==> config.mk <==
export PLATFORM = sky130hd
export DESIGN_NAME = rd_demux_top
export DESIGN_NICKNAME = d
export VERILOG_FILES = /design/src/common/demux_cfg_pkg.sv /design/src/common/axi_rd_pkg.sv /design/src/rtl/id_slot.sv /design/src/rd_demux/ar_route.sv /design/src/rd_demux/r_merge.sv /design/src/rd_demux/rd_demux_top.sv
export SDC_FILE = /design/constraint.sdc
export NUM_CORES = 1
export LEC_CHECK = 0
export BUFFER_PORTS_ARGS = -buffer_cell sky130_fd_sc_hd__buf_2
export CAP_MARGIN = 10
export CORE_AREA = 2 2 168 170
export CTS_CLUSTER_DIAMETER = 150
export DETAILED_ROUTE_END_ITERATION = 7
export DIE_AREA = 0 0 170 172
export PLACE_DENSITY = 0.47
export RECOVER_POWER = 100
export SETUP_SLACK_MARGIN = 0.15
export SKIP_LAST_GASP = 1
export SLEW_MARGIN = 25
export SYNTH_ARGS = -nofsm -noshare
export SYNTH_HDL_FRONTEND = slang
export SYNTH_HIERARCHICAL = 1
export SYNTH_SLANG_ARGS = --single-unit
==> constraint.sdc <==
create_clock -name clk_i -period 3.3 [get_ports clk_i]
set_clock_uncertainty 0.05 [all_clocks]
set_input_delay 0.33 -clock clk_i [delete_from_list [all_inputs] [get_ports clk_i]]
set_output_delay 0.33 -clock clk_i [all_outputs]
set_load 0.1 [all_outputs]
==> src/common/demux_cfg_pkg.sv <==
package demux_cfg_pkg;

  // ------------------------------------------------------------------
  // port selection
  // ------------------------------------------------------------------

  // select width covers up to four master ports
  localparam int unsigned PORT_SEL_W = 2;

  // index of one master port
  typedef logic [PORT_SEL_W-1:0] port_sel_t;

  // ------------------------------------------------------------------
  // structural defaults
  // ------------------------------------------------------------------

  // master ports behind the demux, legal range 2 to 4
  localparam int unsigned DEF_NUM_PORTS = 4;

  // low id bits that pick an id slot
  // 2 bits give 4 slots, ids sharing these bits share a slot
  localparam int unsigned DEF_LOOK_BITS = 2;

  // in-flight counter width per slot
  // all ones counts as full and stalls new requests
  localparam int unsigned DEF_CNT_W = 3;

  // one in-flight burst count
  typedef logic [DEF_CNT_W-1:0] cnt_t;

endpackage

==> src/common/axi_rd_pkg.sv <==
package axi_rd_pkg;

  // ------------------------------------------------------------------
  // read channel fields
  // ------------------------------------------------------------------

  // transaction id
  localparam int unsigned ID_W = 4;
  typedef logic [ID_W-1:0] id_t;

  // byte address on AR
  localparam int unsigned ADDR_W = 32;
  typedef logic [ADDR_W-1:0] addr_t;

  // burst length, beats minus one as on the bus
  typedef logic [7:0] len_t;

  // one R data word
  localparam int unsigned DATA_W = 32;
  typedef logic [DATA_W-1:0] data_t;

  // ------------------------------------------------------------------
  // control state encodings
  // ------------------------------------------------------------------

  // AR_LOCKED holds an offered request until the port takes it
  typedef enum logic {AR_IDLE, AR_LOCKED} ar_state_e;

  // R_BURST keeps the merger on one port until its last beat
  typedef enum logic {R_ARB, R_BURST} r_state_e;

endpackage

==> src/rtl/id_slot.sv <==
`timescale 1ns/100ps

module id_slot #(
  parameter int unsigned CNT_W = $bits(demux_cfg_pkg::cnt_t)
) (
  input  logic                     clk_i,
  input  logic                     reset_i,
  // one burst accepted for this id
  input  logic                     push_i,
  // last beat of one burst handed over
  input  logic                     pop_i,
  // port the pushed burst went to
  input  demux_cfg_pkg::port_sel_t push_sel_i,
  output logic                     occupied_o,
  output logic                     full_o,
  output demux_cfg_pkg::port_sel_t sel_o
);
  import demux_cfg_pkg::*;

  logic [CNT_W-1:0] cnt_q;
  port_sel_t        sel_q;

  // ------------------------------------------------------------------
  // in-flight counter
  // ------------------------------------------------------------------

  // push and pop together leave the count as is
  always_ff @(posedge clk_i) begin
    if (reset_i) begin
      cnt_q <= '0;
    end else if (push_i && !pop_i) begin
      cnt_q <= cnt_q + 1'b1;
    end else if (pop_i && !push_i) begin
      cnt_q <= cnt_q - 1'b1;
    end
  end

  // port of the bursts in flight, only read while occupied
  always_ff @(posedge clk_i) begin
    if (push_i) begin
      sel_q <= push_sel_i;
    end
  end

  assign occupied_o = |cnt_q;
  // all ones means no room for another burst
  assign full_o     = &cnt_q;
  assign sel_o      = sel_q;

endmodule

==> src/rd_demux/ar_route.sv <==
`timescale 1ns/100ps

module ar_route #(
  parameter int unsigned NUM_PORTS = demux_cfg_pkg::DEF_NUM_PORTS,
  parameter int unsigned LOOK_BITS = demux_cfg_pkg::DEF_LOOK_BITS
) (
  input  logic                                        clk_i,
  input  logic                                        reset_i,
  // slave request and its port select
  input  logic                                        s_ar_valid_i,
  input  axi_rd_pkg::id_t                             s_ar_id_i,
  input  demux_cfg_pkg::port_sel_t                    s_ar_sel_i,
  output logic                                        s_ar_ready_o,
  // steered valids and returned readies
  output logic                      [NUM_PORTS-1:0]   m_ar_valid_o,
  input  logic                      [NUM_PORTS-1:0]   m_ar_ready_i,
  // state of every id slot
  input  logic                      [2**LOOK_BITS-1:0] slot_occupied_i,
  input  logic                      [2**LOOK_BITS-1:0] slot_full_i,
  input  demux_cfg_pkg::port_sel_t  [2**LOOK_BITS-1:0] slot_sel_i,
  // one-hot push on every accepted request
  output logic                      [2**LOOK_BITS-1:0] slot_push_o,
  output demux_cfg_pkg::port_sel_t                    push_sel_o
);
  import demux_cfg_pkg::*;
  import axi_rd_pkg::*;

  localparam int unsigned NUM_SLOTS = 2**LOOK_BITS;

  ar_state_e            state_q;
  ar_state_e            state_d;
  logic [LOOK_BITS-1:0] slot_idx;
  port_sel_t            lookup_sel;
  logic                 lookup_occupied;
  logic                 any_full;
  logic                 admit;
  logic                 sel_ready;
  logic                 ar_valid;
  logic                 ar_hs;

  // ------------------------------------------------------------------
  // id lookup
  // ------------------------------------------------------------------

  // slot picked by the low id bits
  assign slot_idx        = s_ar_id_i[LOOK_BITS-1:0];
  assign lookup_occupied = slot_occupied_i[slot_idx];
  assign lookup_sel      = slot_sel_i[slot_idx];
  // any full slot blocks all new requests
  assign any_full        = |slot_full_i;

  // same id may only go where its earlier bursts went
  assign admit = !any_full && (!lookup_occupied || (lookup_sel == s_ar_sel_i));

  // ready of the selected port, out-of-range selects never see ready
  always_comb begin
    sel_ready = 1'b0;
    for (int unsigned p = 0; p < NUM_PORTS; p++) begin
      if (s_ar_sel_i == p) begin
        sel_ready = m_ar_ready_i[p];
      end
    end
  end

  // ------------------------------------------------------------------
  // valid lock FSM
  // ------------------------------------------------------------------

  always_comb begin
    state_d  = state_q;
    ar_valid = 1'b0;
    case (state_q)
      AR_IDLE: begin
        // offer only admitted requests
        if (s_ar_valid_i && admit) begin
          ar_valid = 1'b1;
          // not taken yet, keep offering whatever the slots do next
          if (!sel_ready) begin
            state_d = AR_LOCKED;
          end
        end
      end
      AR_LOCKED: begin
        // offer stays up until the port accepts
        ar_valid = 1'b1;
        if (sel_ready) begin
          state_d = AR_IDLE;
        end
      end
      default: state_d = AR_IDLE;
    endcase
  end

  always_ff @(posedge clk_i) begin
    if (reset_i) begin
      state_q <= AR_IDLE;
    end else begin
      state_q <= state_d;
    end
  end

  // ------------------------------------------------------------------
  // steering and push
  // ------------------------------------------------------------------

  assign ar_hs        = ar_valid & sel_ready;
  assign s_ar_ready_o = ar_hs;

  // valid to the selected port only
  always_comb begin
    for (int unsigned p = 0; p < NUM_PORTS; p++) begin
      m_ar_valid_o[p] = ar_valid && (s_ar_sel_i == p);
    end
  end

  // count the burst in its slot on the handshake edge
  always_comb begin
    for (int unsigned s = 0; s < NUM_SLOTS; s++) begin
      slot_push_o[s] = ar_hs && (slot_idx == s);
    end
  end
  assign push_sel_o = s_ar_sel_i;

endmodule

==> src/rd_demux/r_merge.sv <==
`timescale 1ns/100ps

module r_merge #(
  parameter int unsigned NUM_PORTS = demux_cfg_pkg::DEF_NUM_PORTS,
  parameter int unsigned LOOK_BITS = demux_cfg_pkg::DEF_LOOK_BITS
) (
  input  logic                                    clk_i,
  input  logic                                    reset_i,
  // response beats from the master ports
  input  logic              [NUM_PORTS-1:0]       m_r_valid_i,
  input  axi_rd_pkg::id_t   [NUM_PORTS-1:0]       m_r_id_i,
  input  axi_rd_pkg::data_t [NUM_PORTS-1:0]       m_r_data_i,
  input  logic              [NUM_PORTS-1:0]       m_r_last_i,
  output logic              [NUM_PORTS-1:0]       m_r_ready_o,
  // merged stream to the slave
  output logic                                    s_r_valid_o,
  output axi_rd_pkg::id_t                         s_r_id_o,
  output axi_rd_pkg::data_t                       s_r_data_o,
  output logic                                    s_r_last_o,
  input  logic                                    s_r_ready_i,
  // one-hot release of a slot on each handed-over last beat
  output logic              [2**LOOK_BITS-1:0]    slot_pop_o
);
  import demux_cfg_pkg::*;
  import axi_rd_pkg::*;

  localparam int unsigned NUM_SLOTS = 2**LOOK_BITS;

  r_state_e  state_q;
  r_state_e  state_d;
  port_sel_t rr_q;     // first port to search
  port_sel_t rr_d;
  port_sel_t burst_q;  // port owning the stream in R_BURST
  port_sel_t burst_d;
  port_sel_t arb_idx;
  port_sel_t gnt_idx;
  logic      arb_found;
  logic      gnt_valid;
  logic      r_hs;
  logic      r_done;

  // ------------------------------------------------------------------
  // round-robin search
  // ------------------------------------------------------------------

  always_comb begin : rr_search
    int unsigned cand;
    arb_found = 1'b0;
    arb_idx   = rr_q;
    for (int unsigned k = 0; k < NUM_PORTS; k++) begin
      // wrap around behind the last port
      cand = rr_q + k;
      if (cand >= NUM_PORTS) begin
        cand = cand - NUM_PORTS;
      end
      if (!arb_found && m_r_valid_i[cand]) begin
        arb_found = 1'b1;
        arb_idx   = port_sel_t'(cand);
      end
    end
  end

  // locked port wins outright, else the search result
  assign gnt_valid = (state_q == R_BURST) || arb_found;
  assign gnt_idx   = (state_q == R_BURST) ? burst_q : arb_idx;

  // ------------------------------------------------------------------
  // forwarding
  // ------------------------------------------------------------------

  always_comb begin
    if (gnt_valid) begin
      s_r_valid_o = m_r_valid_i[gnt_idx];
      s_r_id_o    = m_r_id_i[gnt_idx];
      s_r_data_o  = m_r_data_i[gnt_idx];
      s_r_last_o  = m_r_last_i[gnt_idx];
    end else begin
      s_r_valid_o = 1'b0;
      s_r_id_o    = '0;
      s_r_data_o  = '0;
      s_r_last_o  = 1'b0;
    end
  end

  // slave ready goes back to the granted port only
  always_comb begin
    for (int unsigned p = 0; p < NUM_PORTS; p++) begin
      m_r_ready_o[p] = gnt_valid && s_r_ready_i && (gnt_idx == p);
    end
  end

  assign r_hs   = s_r_valid_o & s_r_ready_i;
  assign r_done = r_hs & s_r_last_o;

  // ------------------------------------------------------------------
  // burst lock FSM
  // ------------------------------------------------------------------

  always_comb begin
    state_d = state_q;
    burst_d = burst_q;
    rr_d    = rr_q;
    case (state_q)
      R_ARB: begin
        // stay on the winner unless its single beat is already gone
        // a stalled beat also locks, so the offered payload holds
        if (arb_found && !r_done) begin
          state_d = R_BURST;
          burst_d = arb_idx;
        end
      end
      R_BURST: begin
        if (r_done) begin
          state_d = R_ARB;
        end
      end
      default: state_d = R_ARB;
    endcase
    // search resumes behind the port whose burst just ended
    if (r_done) begin
      rr_d = (gnt_idx == port_sel_t'(NUM_PORTS - 1)) ? '0 : port_sel_t'(gnt_idx + 1'b1);
    end
  end

  always_ff @(posedge clk_i) begin
    if (reset_i) begin
      state_q <= R_ARB;
      rr_q    <= '0;
      burst_q <= '0;
    end else begin
      state_q <= state_d;
      rr_q    <= rr_d;
      burst_q <= burst_d;
    end
  end

  // release the slot named by the low id bits of the last beat
  always_comb begin
    for (int unsigned s = 0; s < NUM_SLOTS; s++) begin
      slot_pop_o[s] = r_done && (s_r_id_o[LOOK_BITS-1:0] == s);
    end
  end

endmodule

==> src/rd_demux/rd_demux_top.sv <==
`timescale 1ns/100ps

module rd_demux_top #(
  parameter int unsigned NUM_PORTS = demux_cfg_pkg::DEF_NUM_PORTS,
  parameter int unsigned LOOK_BITS = demux_cfg_pkg::DEF_LOOK_BITS,
  parameter int unsigned CNT_W     = demux_cfg_pkg::DEF_CNT_W
) (
  input  logic                                      clk_i,
  input  logic                                      reset_i,
  // slave AR
  input  logic                                      s_ar_valid_i,
  input  axi_rd_pkg::id_t                           s_ar_id_i,
  input  axi_rd_pkg::addr_t                         s_ar_addr_i,
  input  axi_rd_pkg::len_t                          s_ar_len_i,
  input  demux_cfg_pkg::port_sel_t                  s_ar_sel_i,
  output logic                                      s_ar_ready_o,
  // slave R
  output logic                                      s_r_valid_o,
  output axi_rd_pkg::id_t                           s_r_id_o,
  output axi_rd_pkg::data_t                         s_r_data_o,
  output logic                                      s_r_last_o,
  input  logic                                      s_r_ready_i,
  // master AR, one element per port
  output logic                    [NUM_PORTS-1:0]   m_ar_valid_o,
  output axi_rd_pkg::id_t         [NUM_PORTS-1:0]   m_ar_id_o,
  output axi_rd_pkg::addr_t       [NUM_PORTS-1:0]   m_ar_addr_o,
  output axi_rd_pkg::len_t        [NUM_PORTS-1:0]   m_ar_len_o,
  input  logic                    [NUM_PORTS-1:0]   m_ar_ready_i,
  // master R, one element per port
  input  logic                    [NUM_PORTS-1:0]   m_r_valid_i,
  input  axi_rd_pkg::id_t         [NUM_PORTS-1:0]   m_r_id_i,
  input  axi_rd_pkg::data_t       [NUM_PORTS-1:0]   m_r_data_i,
  input  logic                    [NUM_PORTS-1:0]   m_r_last_i,
  output logic                    [NUM_PORTS-1:0]   m_r_ready_o
);
  import demux_cfg_pkg::*;

  localparam int unsigned NUM_SLOTS = 2**LOOK_BITS;

  // slot strobes and lookup results
  logic      [NUM_SLOTS-1:0] slot_push;
  logic      [NUM_SLOTS-1:0] slot_pop;
  logic      [NUM_SLOTS-1:0] slot_occupied;
  logic      [NUM_SLOTS-1:0] slot_full;
  port_sel_t [NUM_SLOTS-1:0] slot_sel;
  port_sel_t                 push_sel;

  // ------------------------------------------------------------------
  // AR side
  // ------------------------------------------------------------------

  ar_route #(
    .NUM_PORTS (NUM_PORTS),
    .LOOK_BITS (LOOK_BITS)
  ) i_ar_route (
    .clk_i           (clk_i),
    .reset_i         (reset_i),
    .s_ar_valid_i    (s_ar_valid_i),
    .s_ar_id_i       (s_ar_id_i),
    .s_ar_sel_i      (s_ar_sel_i),
    .s_ar_ready_o    (s_ar_ready_o),
    .m_ar_valid_o    (m_ar_valid_o),
    .m_ar_ready_i    (m_ar_ready_i),
    .slot_occupied_i (slot_occupied),
    .slot_full_i     (slot_full),
    .slot_sel_i      (slot_sel),
    .slot_push_o     (slot_push),
    .push_sel_o      (push_sel)
  );

  // request payload fans out to every port, only valid is steered
  for (genvar p = 0; p < NUM_PORTS; p++) begin : gen_ar_fanout
    assign m_ar_id_o[p]   = s_ar_id_i;
    assign m_ar_addr_o[p] = s_ar_addr_i;
    assign m_ar_len_o[p]  = s_ar_len_i;
  end

  // ------------------------------------------------------------------
  // per-id slots
  // ------------------------------------------------------------------

  for (genvar s = 0; s < NUM_SLOTS; s++) begin : gen_slot
    id_slot #(
      .CNT_W (CNT_W)
    ) i_id_slot (
      .clk_i      (clk_i),
      .reset_i    (reset_i),
      .push_i     (slot_push[s]),
      .pop_i      (slot_pop[s]),
      .push_sel_i (push_sel),
      .occupied_o (slot_occupied[s]),
      .full_o     (slot_full[s]),
      .sel_o      (slot_sel[s])
    );
  end

  // ------------------------------------------------------------------
  // R side
  // ------------------------------------------------------------------

  r_merge #(
    .NUM_PORTS (NUM_PORTS),
    .LOOK_BITS (LOOK_BITS)
  ) i_r_merge (
    .clk_i       (clk_i),
    .reset_i     (reset_i),
    .m_r_valid_i (m_r_valid_i),
    .m_r_id_i    (m_r_id_i),
    .m_r_data_i  (m_r_data_i),
    .m_r_last_i  (m_r_last_i),
    .m_r_ready_o (m_r_ready_o),
    .s_r_valid_o (s_r_valid_o),
    .s_r_id_o    (s_r_id_o),
    .s_r_data_o  (s_r_data_o),
    .s_r_last_o  (s_r_last_o),
    .s_r_ready_i (s_r_ready_i),
    .slot_pop_o  (slot_pop)
  );

endmodule

==> results of run 1 <==
routing by layer:
metal | up-vias | routed length (µm) | track usage
li1 | 1533 | - | -
met1 | 1606 | 6390 | 0.125
met2 | 177 | 6310 | 0.147
met3 | 72 | 1290 | 0.0302
met5 | - | 14 | 0
met4 | 2 | 809 | 0.0535
metrics by stage:
stage	setup WS [ns]	cell area (µm²)	hold slack (ns)	total power [mW]
floorplan	-0.429	4460	0.347	2.91
global placement	-0.183	5110	0.415	2.57
detailed placement	-0.186	5110	0.421	2.57
CTS	-0.0605	5670	0.380	3.24
global route	-0.126	5700	0.453	3.37
finish	0.00380	5700	0.432	3.22
cell type report:
| type | instances | share of cell area |
|---|---|---|
| Inverter | 13 | 0.0118 |
| Clock buffer | 3 | 0.0132 |
| Timing Repair Buffer | 268 | 0.356 |
| Sequential cell | 26 | 0.106 |
| Multi-Input combinational cell | 214 | 0.432 |
| Clock inverter | 1 | 0.00527 |
| Tap cell | 346 | 0.0759 |
how the worst min path moves through the flow:
stage | slack, ns | endpoint | depth (start not counted) | startpoint
after floorplan | 0.35 | gen_slot[0].i_id_slot/cnt_q[1]$_SDFFE_PP0P_ | 1 | reset_i
after global placement | 0.42 | i_r_merge/burst_q[0]$_SDFFE_PP0P_ | 2 | i_r_merge/burst_q[0]$_SDFFE_PP0P_
after detailed placement | 0.42 | i_r_merge/burst_q[0]$_SDFFE_PP0P_ | 2 | i_r_merge/burst_q[0]$_SDFFE_PP0P_
after CTS | 0.38 | gen_slot[2].i_id_slot/sel_o[1]$_DFFE_PP_ | 1 | s_ar_sel_i[1]
after global routing | 0.45 | gen_slot[3].i_id_slot/cnt_q[1]$_SDFFE_PP0P_ | 2 | reset_i
final | 0.43 | gen_slot[3].i_id_slot/cnt_q[1]$_SDFFE_PP0P_ | 2 | reset_i
report_power, final:
group | internal [mW] | switching (mW) | total (mW)
sequential | 0.359 | 0.0292 | 0.388
combinational | 0.998 | 1.48 | 2.48
clock | 0.242 | 0.119 | 0.361
total | 1.60 | 1.63 | 3.22
state kept, by name, indices dropped and copies added (netlist names):
| signal | count |
|---|---|
| i_r_merge/rr_q | 2 |
| gen_slot.i_id_slot/cnt_q | 12 |
| i_r_merge/state_q | 1 |
| i_ar_route/state_q | 1 |
| gen_slot.i_id_slot/sel_o | 8 |
| i_r_merge/burst_q | 2 |
synth_stat cells, drive strengths merged, types with 2 or more instances:
| cell type | instances | share of area |
|---|---|---|
| nand2b | 3 | 0.0044 |
| and3 | 9 | 0.013 |
| edfxtp | 8 | 0.056 |
| mux4 | 35 | 0.18 |
| a21oi | 7 | 0.0082 |
| nor2b | 5 | 0.0073 |
| nand2 | 8 | 0.0070 |
| or3 | 8 | 0.012 |
| nand3 | 2 | 0.0023 |
| mux2 | 3 | 0.0079 |
| nor4 | 8 | 0.012 |
| inv | 12 | 0.011 |
| buf | 189 | 0.33 |
| mux2i | 19 | 0.045 |
| xor2 | 12 | 0.025 |
| nor4b | 4 | 0.0082 |
| or4 | 2 | 0.0044 |
| ha | 8 | 0.023 |
| a31o | 2 | 0.0062 |
| a211oi | 2 | 0.0035 |
| fa | 4 | 0.019 |
| nor3 | 3 | 0.0035 |
| nor3b | 3 | 0.0053 |
| and2 | 36 | 0.053 |
| clkbuf | 4 | 0.0035 |
| a2111oi | 2 | 0.013 |
| o21ai | 6 | 0.0070 |
| nor2 | 15 | 0.013 |
| dfxtp | 18 | 0.084 |
repair_timing:
item / in CTS / in global routing
setup endpoints to repair: 39 / 43
gates cloned: 3 / 0
buffers inserted: 5 / 5
pin swaps: 3 / 8
gates resized for setup: 99 / 14
worst reg2reg max path, stage by stage, from the launching register on:
cell and delay, ns:
dfxtp_2 0.34, and3b_1 0.17, or4_4 0.50, a31o_4 0.25, clkinv_4 0.07, buf_6 0.11
mux2i_1 0.07, mux2_4 0.31, nor3b_2 0.16, inv_1 0.08, ha_4 0.14, inv_2 0.04
fa_2 0.34, xor2_1 0.15, or3_1 0.33, a21oi_2 0.13
cell families (layout without fill, tap and decap cells):
family / count (synthesis) / after routing / synth area share
AOI/OAI and AO/OA: 25 / 25 / 0.0563
xor gates and xnor gates: 12 / 12 / 0.0246
adders and majority gates: 12 / 12 / 0.0422
buffers and inverters: 206 / 285 / 0.350
DFF: 26 / 26 / 0.141
muxes: 57 / 57 / 0.238
and+or+nand+nor: 108 / 108 / 0.149
==> results.py, run 1 <==
metrics = {
    "cts": {
        "clk_latency_ns": 0.26,
        "cts-root-buf": "clkbuf_16",
        "cts_buffers": 3,
        "htreeDepth": 1,
        "holdBufCountCts": 0,
        "cts.sink_count": 26,
        "clk_pin_slew_ns": 0.07,
        "cts_tree": "done",
        "cts_buffer_depth": 2,
    },
    "layout": {
        "fill_cells": 3079,
        "multiInputGateArea_um2": 2460,
        "mostFrequentLayoutCells": "161 x buf_2, 35 x mux4_2, 34 x buf_4, 29 x buf_12, 23 x and2_4",
        "diodes": 0,
        "fin_util": 0.208,
        "instances_no_fill": 871,
        "area_delta_synth_final_pct": 33.6,
        "layout_commonest_cell": "buf_2",
        "regArea_um2": 606,
        "layout.nets": 744,
        "drive_above_1_share": 0.684,
    },
    "critical_path": {
        "r2r_slack_ns": 0.004,
        "critPathMaxFanout": 5,
        "path_buf_inv": 4,
        "criticalPathCategory": "reg -> reg",
        "slowest_stage": "or4_4",
        "reg2reg_to": "gen_slot[1].i_id_slot/cnt_q[2]$_SDFFE_PP0P_",
        "crit_start": "i_r_merge/rr_q[1]$_SDFFE_PP0P_",
        "cp.required_ns": 3.44,
        "endpoint": "gen_slot[1].i_id_slot/cnt_q[2]$_SDFFE_PP0P_",
        "worst-endpoint-arrival_ns": 3.44,
        "crit_path_end_kind": "register",
        "critPathLaunchType": "register",
        "reg2reg_from": "i_r_merge/rr_q[1]$_SDFFE_PP0P_",
        "cp.depth": 15,
        "slowest_delay_ns": 0.50,
        "reg2reg_depth": 15,
        "crit_family": "simple AND/OR/NAND/NOR gates",
        "crit_chain": "and3b_1 -> or4_4 -> a31o_4 -> clkinv_4 -> buf_6 -> mux2i_1 -> mux2_4 -> nor3b_2 -> inv_1 -> ha_4 -> inv_2 -> fa_2 -> xor2_1 -> or3_1 -> a21oi_2",
    },
    "drt": {
        "first_iter_violations": 142,
        "ant_nets": 0,
        "drcViolationCount": 0,
        "via_per_inst": 3.89,
        "wl_per_cell_um": 17.0,
        "wl_um": 14800,
        "via_count": 3390,
        "drtPass1Iterations": 4,
    },
    "power_and_ir_drop": {
        "peakVddDrop_mv": 0.257,
        "p_leak_nw": 2.51,
        "power.density_nw_per_um2": 566,
    },
    "floorplanning": {
        "core_area_um2": 27500,
        "die_height_um": 172,
        "num_rows": 61,
        "start_util": 0.155,
        "die_area_um2": 29200,
        "io_pins": 429,
        "die_x_um": 170,
    },
    "job": {
        "maxCapViolCount": 0,
    },
    "logic_synthesis": {
        "synthesis.nets": 664,
        "synth_edf_count": 8,
        "synthFlopType": "dfxtp_1",
        "async_reset_ff_frac": 0,
        "ys_seq_elements": 26,
        "synth_seq_area_share": 0.141,
        "synth.yosys.warnings": 6,
        "synth_cell_types": 45,
        "synthCells": 446,
        "syn_avg_cell_area_um2": 9.57,
        "syn_area_um2": 4270,
    },
    "global_routing": {
        "grt_usage": 0.0979,
        "grt_pass1_wl_um": 21500,
        "grt_pass1_vias": 3602,
        "grt_max_degree": 34,
        "antenna_found_initial": 1,
        "overflow": 0,
    },
    "sta": {
        "fin_crit_sh": 0.999,
        "max_slew_margin": 0.228,
        "setup_viol": 0,
        "max_freq_mhz": 303,
        "tightest_slew_ns": 1.16,
        "finalMaxSlewViolations": 0,
        "period_minus_slack_ns": 3.30,
        "rsz0062_at_grt": "yes",
        "finalHoldViolCount": 0,
        "setup-tns-final_ns": 0,
    },
    "place": {
        "place_congestion": 0.760,
        "io_buffer_count": 218,
        "dp_hpwl_um": 11900,
        "post-place-cells": 854,
    },
    "hold_path": {
        "hp-class": "in -> reg",
    },
    "status": {
        "status": "finished, final reports clean",
    },
}
(Power assumes the default switching activity.)
==> run 2, diff against run 1 <==
- RECOVER_POWER: 100 -> not set
==> run 2 against run 1 <==
Effect of this change:
- wire length fell by 0.25%
- cell count did not move
- register-to-register slack barely moved
- non-clock buffer count did not move
- largest power group unchanged
- highest routed layer unchanged
==> results.py, run 2 (same netlist as run 1, synthesis figures left out) <==
metrics = {
    "status": {
        "status": "finished, final reports clean",
    },
    "layout": {
        "diodes": 0,
        "drive_above_1_share": 0.714,
        "mostFrequentLayoutCells": "180 x buf_2, 39 x buf_4, 35 x mux4_2, 30 x buf_12, 23 x and2_4",
        "regMostFlops": "gen_slot.i_id_slot/cnt_q",
        "area_delta_synth_final_pct": 34.7,
        "layout.nets": 744,
        "fin_area_um2": 5750,
        "largest_reg_flops": 12,
        "layout_commonest_cell": "buf_2",
    },
    "cts": {
        "cts_tree": "done",
        "clk_pin_slew_ns": 0.07,
        "cts-root-buf": "clkbuf_16",
        "cts_buffer_depth": 2,
        "holdBufCountCts": 0,
        "cts.sink_count": 26,
        "clk_latency_ns": 0.26,
        "cts_buffers": 3,
        "htreeDepth": 1,
    },
    "global_routing": {
        "grt.met2_usage": 0.147,
        "gr-usage-met1": 0.125,
        "antenna_found_initial": 1,
        "grt_pass1_wl_um": 21500,
        "use_met3": 0.0302,
        "grt_max_degree": 34,
        "top_usage_layer": "met2",
        "grt_usage": 0.0979,
        "overflow": 0,
        "grt_pass1_vias": 3602,
    },
    "floorplanning": {
        "num_rows": 61,
        "core_area_um2": 27500,
        "start_util": 0.155,
        "die_area_um2": 29200,
        "die_x_um": 170,
        "io_pins": 429,
        "die_height_um": 172,
    },
    "critical_path": {
        "crit_path_end_kind": "register",
        "crit_chain": "and3b_1 -> or4_4 -> a31o_4 -> clkinv_4 -> buf_6 -> mux2i_1 -> mux2_4 -> nor3b_2 -> inv_1 -> ha_4 -> inv_2 -> fa_2 -> xor2_1 -> or3_1 -> a21oi_2",
        "criticalPathCategory": "reg -> reg",
        "cp.required_ns": 3.44,
        "slowest_stage": "or4_4",
        "slowest_delay_ns": 0.50,
        "path_buf_inv": 4,
        "critPathLaunchType": "register",
        "crit_family": "simple AND/OR/NAND/NOR gates",
        "critPathMaxFanout": 5,
        "worst-endpoint-arrival_ns": 3.44,
    },
    "drt": {
        "wl_per_cell_um": 17.0,
        "first_iter_violations": 146,
        "drcViolationCount": 0,
        "ant_nets": 0,
        "via_per_inst": 3.89,
        "wl_um": 14800,
        "via_count": 3390,
        "drtPass1Iterations": 4,
    },
    "sta": {
        "layout_setup_ws_ns": 0.00426,
        "fin_crit_sh": 0.999,
        "setup_viol": 0,
        "setup-tns-final_ns": 0,
        "tightest_slew_ns": 0.500,
        "finalHoldViolCount": 0,
        "rsz0062_at_grt": "yes",
        "max_freq_mhz": 303,
        "max_slew_margin": 0.669,
        "period_minus_slack_ns": 3.30,
        "finalMaxSlewViolations": 0,
    },
    "power_and_ir_drop": {
        "power.density_nw_per_um2": 564,
        "power_mw": 3.24,
        "internal_power_mw": 1.61,
        "power.switching_mw": 1.63,
        "combPwrFrac": 0.769,
        "switching_share": 0.503,
        "p_seq_frac": 0.120,
        "p_leak_nw": 2.57,
        "peakVddDrop_mv": 0.257,
        "clkPwrFrac": 0.112,
    },
    "job": {
        "maxCapViolCount": 0,
    },
    "place": {
        "place_congestion": 0.760,
        "placed_area_um2": 5110,
        "io_buffer_count": 218,
        "dp_slack_ns": -0.186,
        "dp_hpwl_um": 11900,
    },
    "hold_path": {
        "hp-class": "in -> reg",
    },
}
-- run 2: area by class of cell --
type / instances / area [µm²]
fillers: 3058 / 21700
clock inverters: 1 / 30.0
flip-flops and latches: 26 / 606
multi-input cells: 214 / 2470
clock buffers: 3 / 75.1
inverters: 13 / 67.6
repair buffers: 268 / 2070
well taps: 346 / 433
-- run 2: power groups by stage --
stage	Combinational, mW	Sequential (mW)	Clock, mW
after global placement	2.17	0.394	0
after global routing	2.61	0.394	0.388
after floorplan	2.52	0.388	0
after CTS	2.49	0.388	0.371
final	2.49	0.388	0.362
after detailed placement	2.17	0.394	0
-- run 2: repair_timing --
action,4_1_cts,5_1_grt
endpoints found under the setup margin,39,43
resized for setup,99,14
buffers inserted,5,5
gates cloned,3,0
pin swaps,3,8
-- run 2: layer usage --
metal / vias to the layer above / share of wire / wire length, µm
met2: 176 / 0.43 / 6290
met4: 2 / 0.056 / 822
li1: 1535 / - / -
met3: 73 / 0.088 / 1310
met5: - / 0.00095 / 14
met1: 1604 / 0.43 / 6350
-- run 2: per-stage QoR --
stage                     utilization  cells  hold WS (ns)
after floorplan                     -    446         0.347
after global placement          0.186    854         0.415
after detailed placement        0.186    854         0.421
final                           0.209    871         0.373
after CTS                       0.206    866         0.380
after global routing            0.209    871         0.382
-- run 2: final timing paths --
| path | start | end | slack [ns] | cells after the start |
|---|---|---|---|---|
| setup / recovery | i_r_merge/rr_q[1]$_SDFFE_PP0P_ | gen_slot[1].i_id_slot/cnt_q[2]$_SDFFE_PP0P_ | 0.004 | 15 |
| hold reg to reg | i_r_merge/burst_q[0]$_SDFFE_PP0P_ | i_r_merge/burst_q[0]$_SDFFE_PP0P_ | 0.44 | 2 |
| hold / removal | s_ar_sel_i[1] | gen_slot[3].i_id_slot/sel_o[1]$_DFFE_PP_ | 0.37 | 1 |
| setup reg to reg | i_r_merge/rr_q[1]$_SDFFE_PP0P_ | gen_slot[1].i_id_slot/cnt_q[2]$_SDFFE_PP0P_ | 0.004 | 15 |
-- run 2: worst register-to-register path: cells and delay by family, from the launching register on --
family | cells | cell delay [ns]
fa+ha+maj | 2 | 0.48
mux | 2 | 0.38
xor+xnor | 1 | 0.15
flops | 1 | 0.34
buf+inv | 4 | 0.29
compound gates | 2 | 0.38
simple gates | 4 | 1.16
==> run 3, diff against run 2 <==
- ABC_AREA: not set -> 1
- PLACE_DENSITY: 0.47 -> 0.48
- clock period: 3.3 -> 3.4 ns (I/O delays scaled with it)
==> run 3 against run 2 <==
Effect of this change:
- cell area is 7.3% higher
- critical path depth is 2 higher
- wire length is 29% higher
- synthesized area is 13% higher
- via count is 41% higher
- setup slack better by 0.28 ns
- worst hold slack worse by 0.027 ns
- die area stayed put
- sequential cell count stayed put
- count of clock-buffer cells in the layout stayed put
- non-clock buffer count is 20 lower
- cell count is 37% higher
- largest cell class unchanged
==> results.py, run 3 <==
metrics = {
    "critical_path": {
        "cp.required_ns": 3.01,
        "crit_path_end_kind": "primary output",
        "crit_start": "i_r_merge/rr_q[0]$_SDFFE_PP0P_",
        "reg2reg_depth": 22,
        "reg2reg_from": "i_r_merge/rr_q[0]$_SDFFE_PP0P_",
        "reg2reg_to": "gen_slot[3].i_id_slot/cnt_q[1]$_SDFFE_PP0P_",
        "endpoint": "s_r_data_o[5]",
        "worst-endpoint-arrival_ns": 2.73,
        "critPathMaxFanout": 10,
        "critPathLaunchType": "register",
        "criticalPathCategory": "reg -> out",
        "r2r_slack_ns": 0.29,
    },
    "layout": {
        "largest_reg_flops": 12,
        "drive_above_1_share": 0.453,
        "layout.nets": 1066,
        "fill_cells": 3140,
        "regMostFlops": "gen_slot.i_id_slot/cnt_q",
        "mostFrequentLayoutCells": "177 x buf_2, 152 x nor2_1, 99 x nand2_1, 57 x o21ai_0, 45 x inv_1",
        "layout_commonest_cell": "buf_2",
        "area_delta_synth_final_pct": 27.9,
    },
    "logic_synthesis": {
        "synth_cell_types": 31,
        "synth_seq_area_share": 0.125,
        "synthCells": 804,
        "async_reset_ff_frac": 0,
        "synth_edf_count": 8,
        "yosysTopAreaCell": "buf_4",
        "syn_area_um2": 4820,
        "synth.yosys.warnings": 6,
        "synthFlopType": "dfxtp_1",
        "synth_most_common_cell": "buf_4",
        "ys_seq_elements": 26,
        "synth_top_area_frac": 0.286,
        "syn_avg_cell_area_um2": 6.00,
        "synthesis.nets": 1022,
        "ys_top_cells_by_area": "buf_4 29%, nor2_1 12%, nand2_1 9.2%",
        "ys_top_cells_by_count": "184 x buf_4, 157 x nor2_1, 118 x nand2_1",
    },
    "sta": {
        "rsz0062_at_grt": "yes",
        "max_slew_margin": 0.647,
        "period_minus_slack_ns": 3.12,
        "finalHoldViolCount": 0,
        "setup_viol": 0,
        "fin_crit_sh": 0.917,
        "finalMaxSlewViolations": 0,
        "max_freq_mhz": 321,
        "tightest_slew_ns": 0.533,
        "holdWs_ns": 0.346,
        "setup-tns-final_ns": 0,
    },
    "cts": {
        "cts.sink_count": 26,
        "clk_pin_slew_ns": 0.07,
        "holdBufCountCts": 0,
        "htreeDepth": 1,
        "cts_tree": "done",
        "cts_buffer_depth": 2,
        "clk_latency_ns": 0.26,
        "cts-root-buf": "clkbuf_16",
        "cts_buffers": 3,
    },
    "hold_path": {
        "hp-class": "in -> reg",
    },
    "floorplanning": {
        "start_util": 0.176,
        "die_area_um2": 29200,
        "io_pins": 429,
        "die_x_um": 170,
        "num_rows": 61,
        "die_height_um": 172,
        "core_area_um2": 27500,
    },
    "place": {
        "io_buffer_count": 218,
        "dp_hpwl_um": 15600,
        "place_congestion": 0.787,
    },
    "status": {
        "status": "finished, final reports clean",
    },
    "global_routing": {
        "grt_pass1_wl_um": 26500,
        "grt_usage": 0.119,
        "grt_max_degree": 38,
        "overflow": 0,
        "grt_pass1_vias": 4515,
        "antenna_found_initial": 1,
    },
    "drt": {
        "wl_per_cell_um": 16.0,
        "drtPass1Iterations": 4,
        "drcViolationCount": 0,
        "via_per_inst": 4.00,
        "wl_um": 19100,
        "first_iter_violations": 131,
        "ant_nets": 0,
        "via_count": 4781,
    },
    "job": {
        "maxCapViolCount": 0,
    },
}
-- run 3: critical path, cell delays in order, from the launching register on --
cell and delay, ns:
dfxtp_4 0.38, buf_4 0.14, nand2_1 0.07, nand3_1 0.12, nand2_4 0.13, nand2_2 0.07, nand2_2 0.06, nand2_2 0.05
nand2_2 0.08, nand3_4 0.16, nand2_8 0.15, buf_6 0.16, buf_12 0.14, nor2_1 0.05, nor2_1 0.09, o21ai_1 0.13
a21oi_2 0.26, buf_12 0.21
-- run 3: how the worst min path moves through the flow --
stage,startpoint,endpoint,slack (ns),cells past startpoint
3_5_place_dp,i_r_merge/burst_q[0]$_SDFFE_PP0P_,i_r_merge/burst_q[0]$_SDFFE_PP0P_,0.45,2
2_1_floorplan,reset_i,i_r_merge/rr_q[0]$_SDFFE_PP0P_,0.35,1
4_1_cts,s_ar_sel_i[0],gen_slot[2].i_id_slot/sel_o[0]$_DFFE_PP_,0.35,1
6_report,s_ar_sel_i[1],gen_slot[0].i_id_slot/sel_o[1]$_DFFE_PP_,0.35,1
3_3_place_gp,i_r_merge/burst_q[0]$_SDFFE_PP0P_,i_r_merge/burst_q[0]$_SDFFE_PP0P_,0.42,2
5_1_grt,s_ar_sel_i[0],gen_slot[2].i_id_slot/sel_o[0]$_DFFE_PP_,0.36,1
-- run 3: logic make-up after synthesis --
family / after synthesis / share of synthesized area
AOI/OAI and AO/OA: 122 / 0.127
buffers and inverters: 275 / 0.373
adders and majority gates: 12 / 0.0374
DFF: 26 / 0.125
and+or+nand+nor: 369 / 0.339
-- run 3: layout make-up --
type	instances	area (µm²)	share of cell area
well taps	346	433	0.0702
diodes	1	2.50	0.000406
clock buffers	3	75.1	0.0122
flip-flops and latches	26	608	0.0986
clock inverters	1	30.0	0.00487
inverters	65	269	0.0436
multi-input cells	504	2730	0.443
repair buffers	248	2020	0.327
-- run 3: per-stage QoR --
step	cell area [µm²]	util	instances	setup slack [ns]
floorplan	4990	-	804	0.0632
global placement	5700	0.207	1173	0.127
detailed placement	5700	0.207	1173	0.0419
CTS	5860	0.213	1177	0.190
global route	6170	0.224	1193	0.0685
finish	6170	0.225	1194	0.283
-- run 3: timing repair --
| item | CTS | global route |
|---|---|---|
| resized for setup | 21 | 47 |
| gates cloned | 0 | 3 |
| setup buffers | 0 | 13 |
| endpoints found under the hold margin | 0 | 0 |
| pin swaps | 0 | 27 |
| setup endpoints to repair | 43 | 39 |
-- run 3: metal layers --
| metal | wire length, µm | vias up | global-route usage |
|---|---|---|---|
| li1 | - | 2451 | - |
| met1 | 7330 | 2097 | 0.131 |
| met2 | 10200 | 218 | 0.226 |
| met3 | 1380 | 15 | 0.0311 |
| met4 | 202 | 0 | 0.0253 |
| met5 | 0 | - | 0 |
Power of run 3 is not shown: default switching activity piles up to over one toggle a cycle in this logic, so the estimate is an artifact.
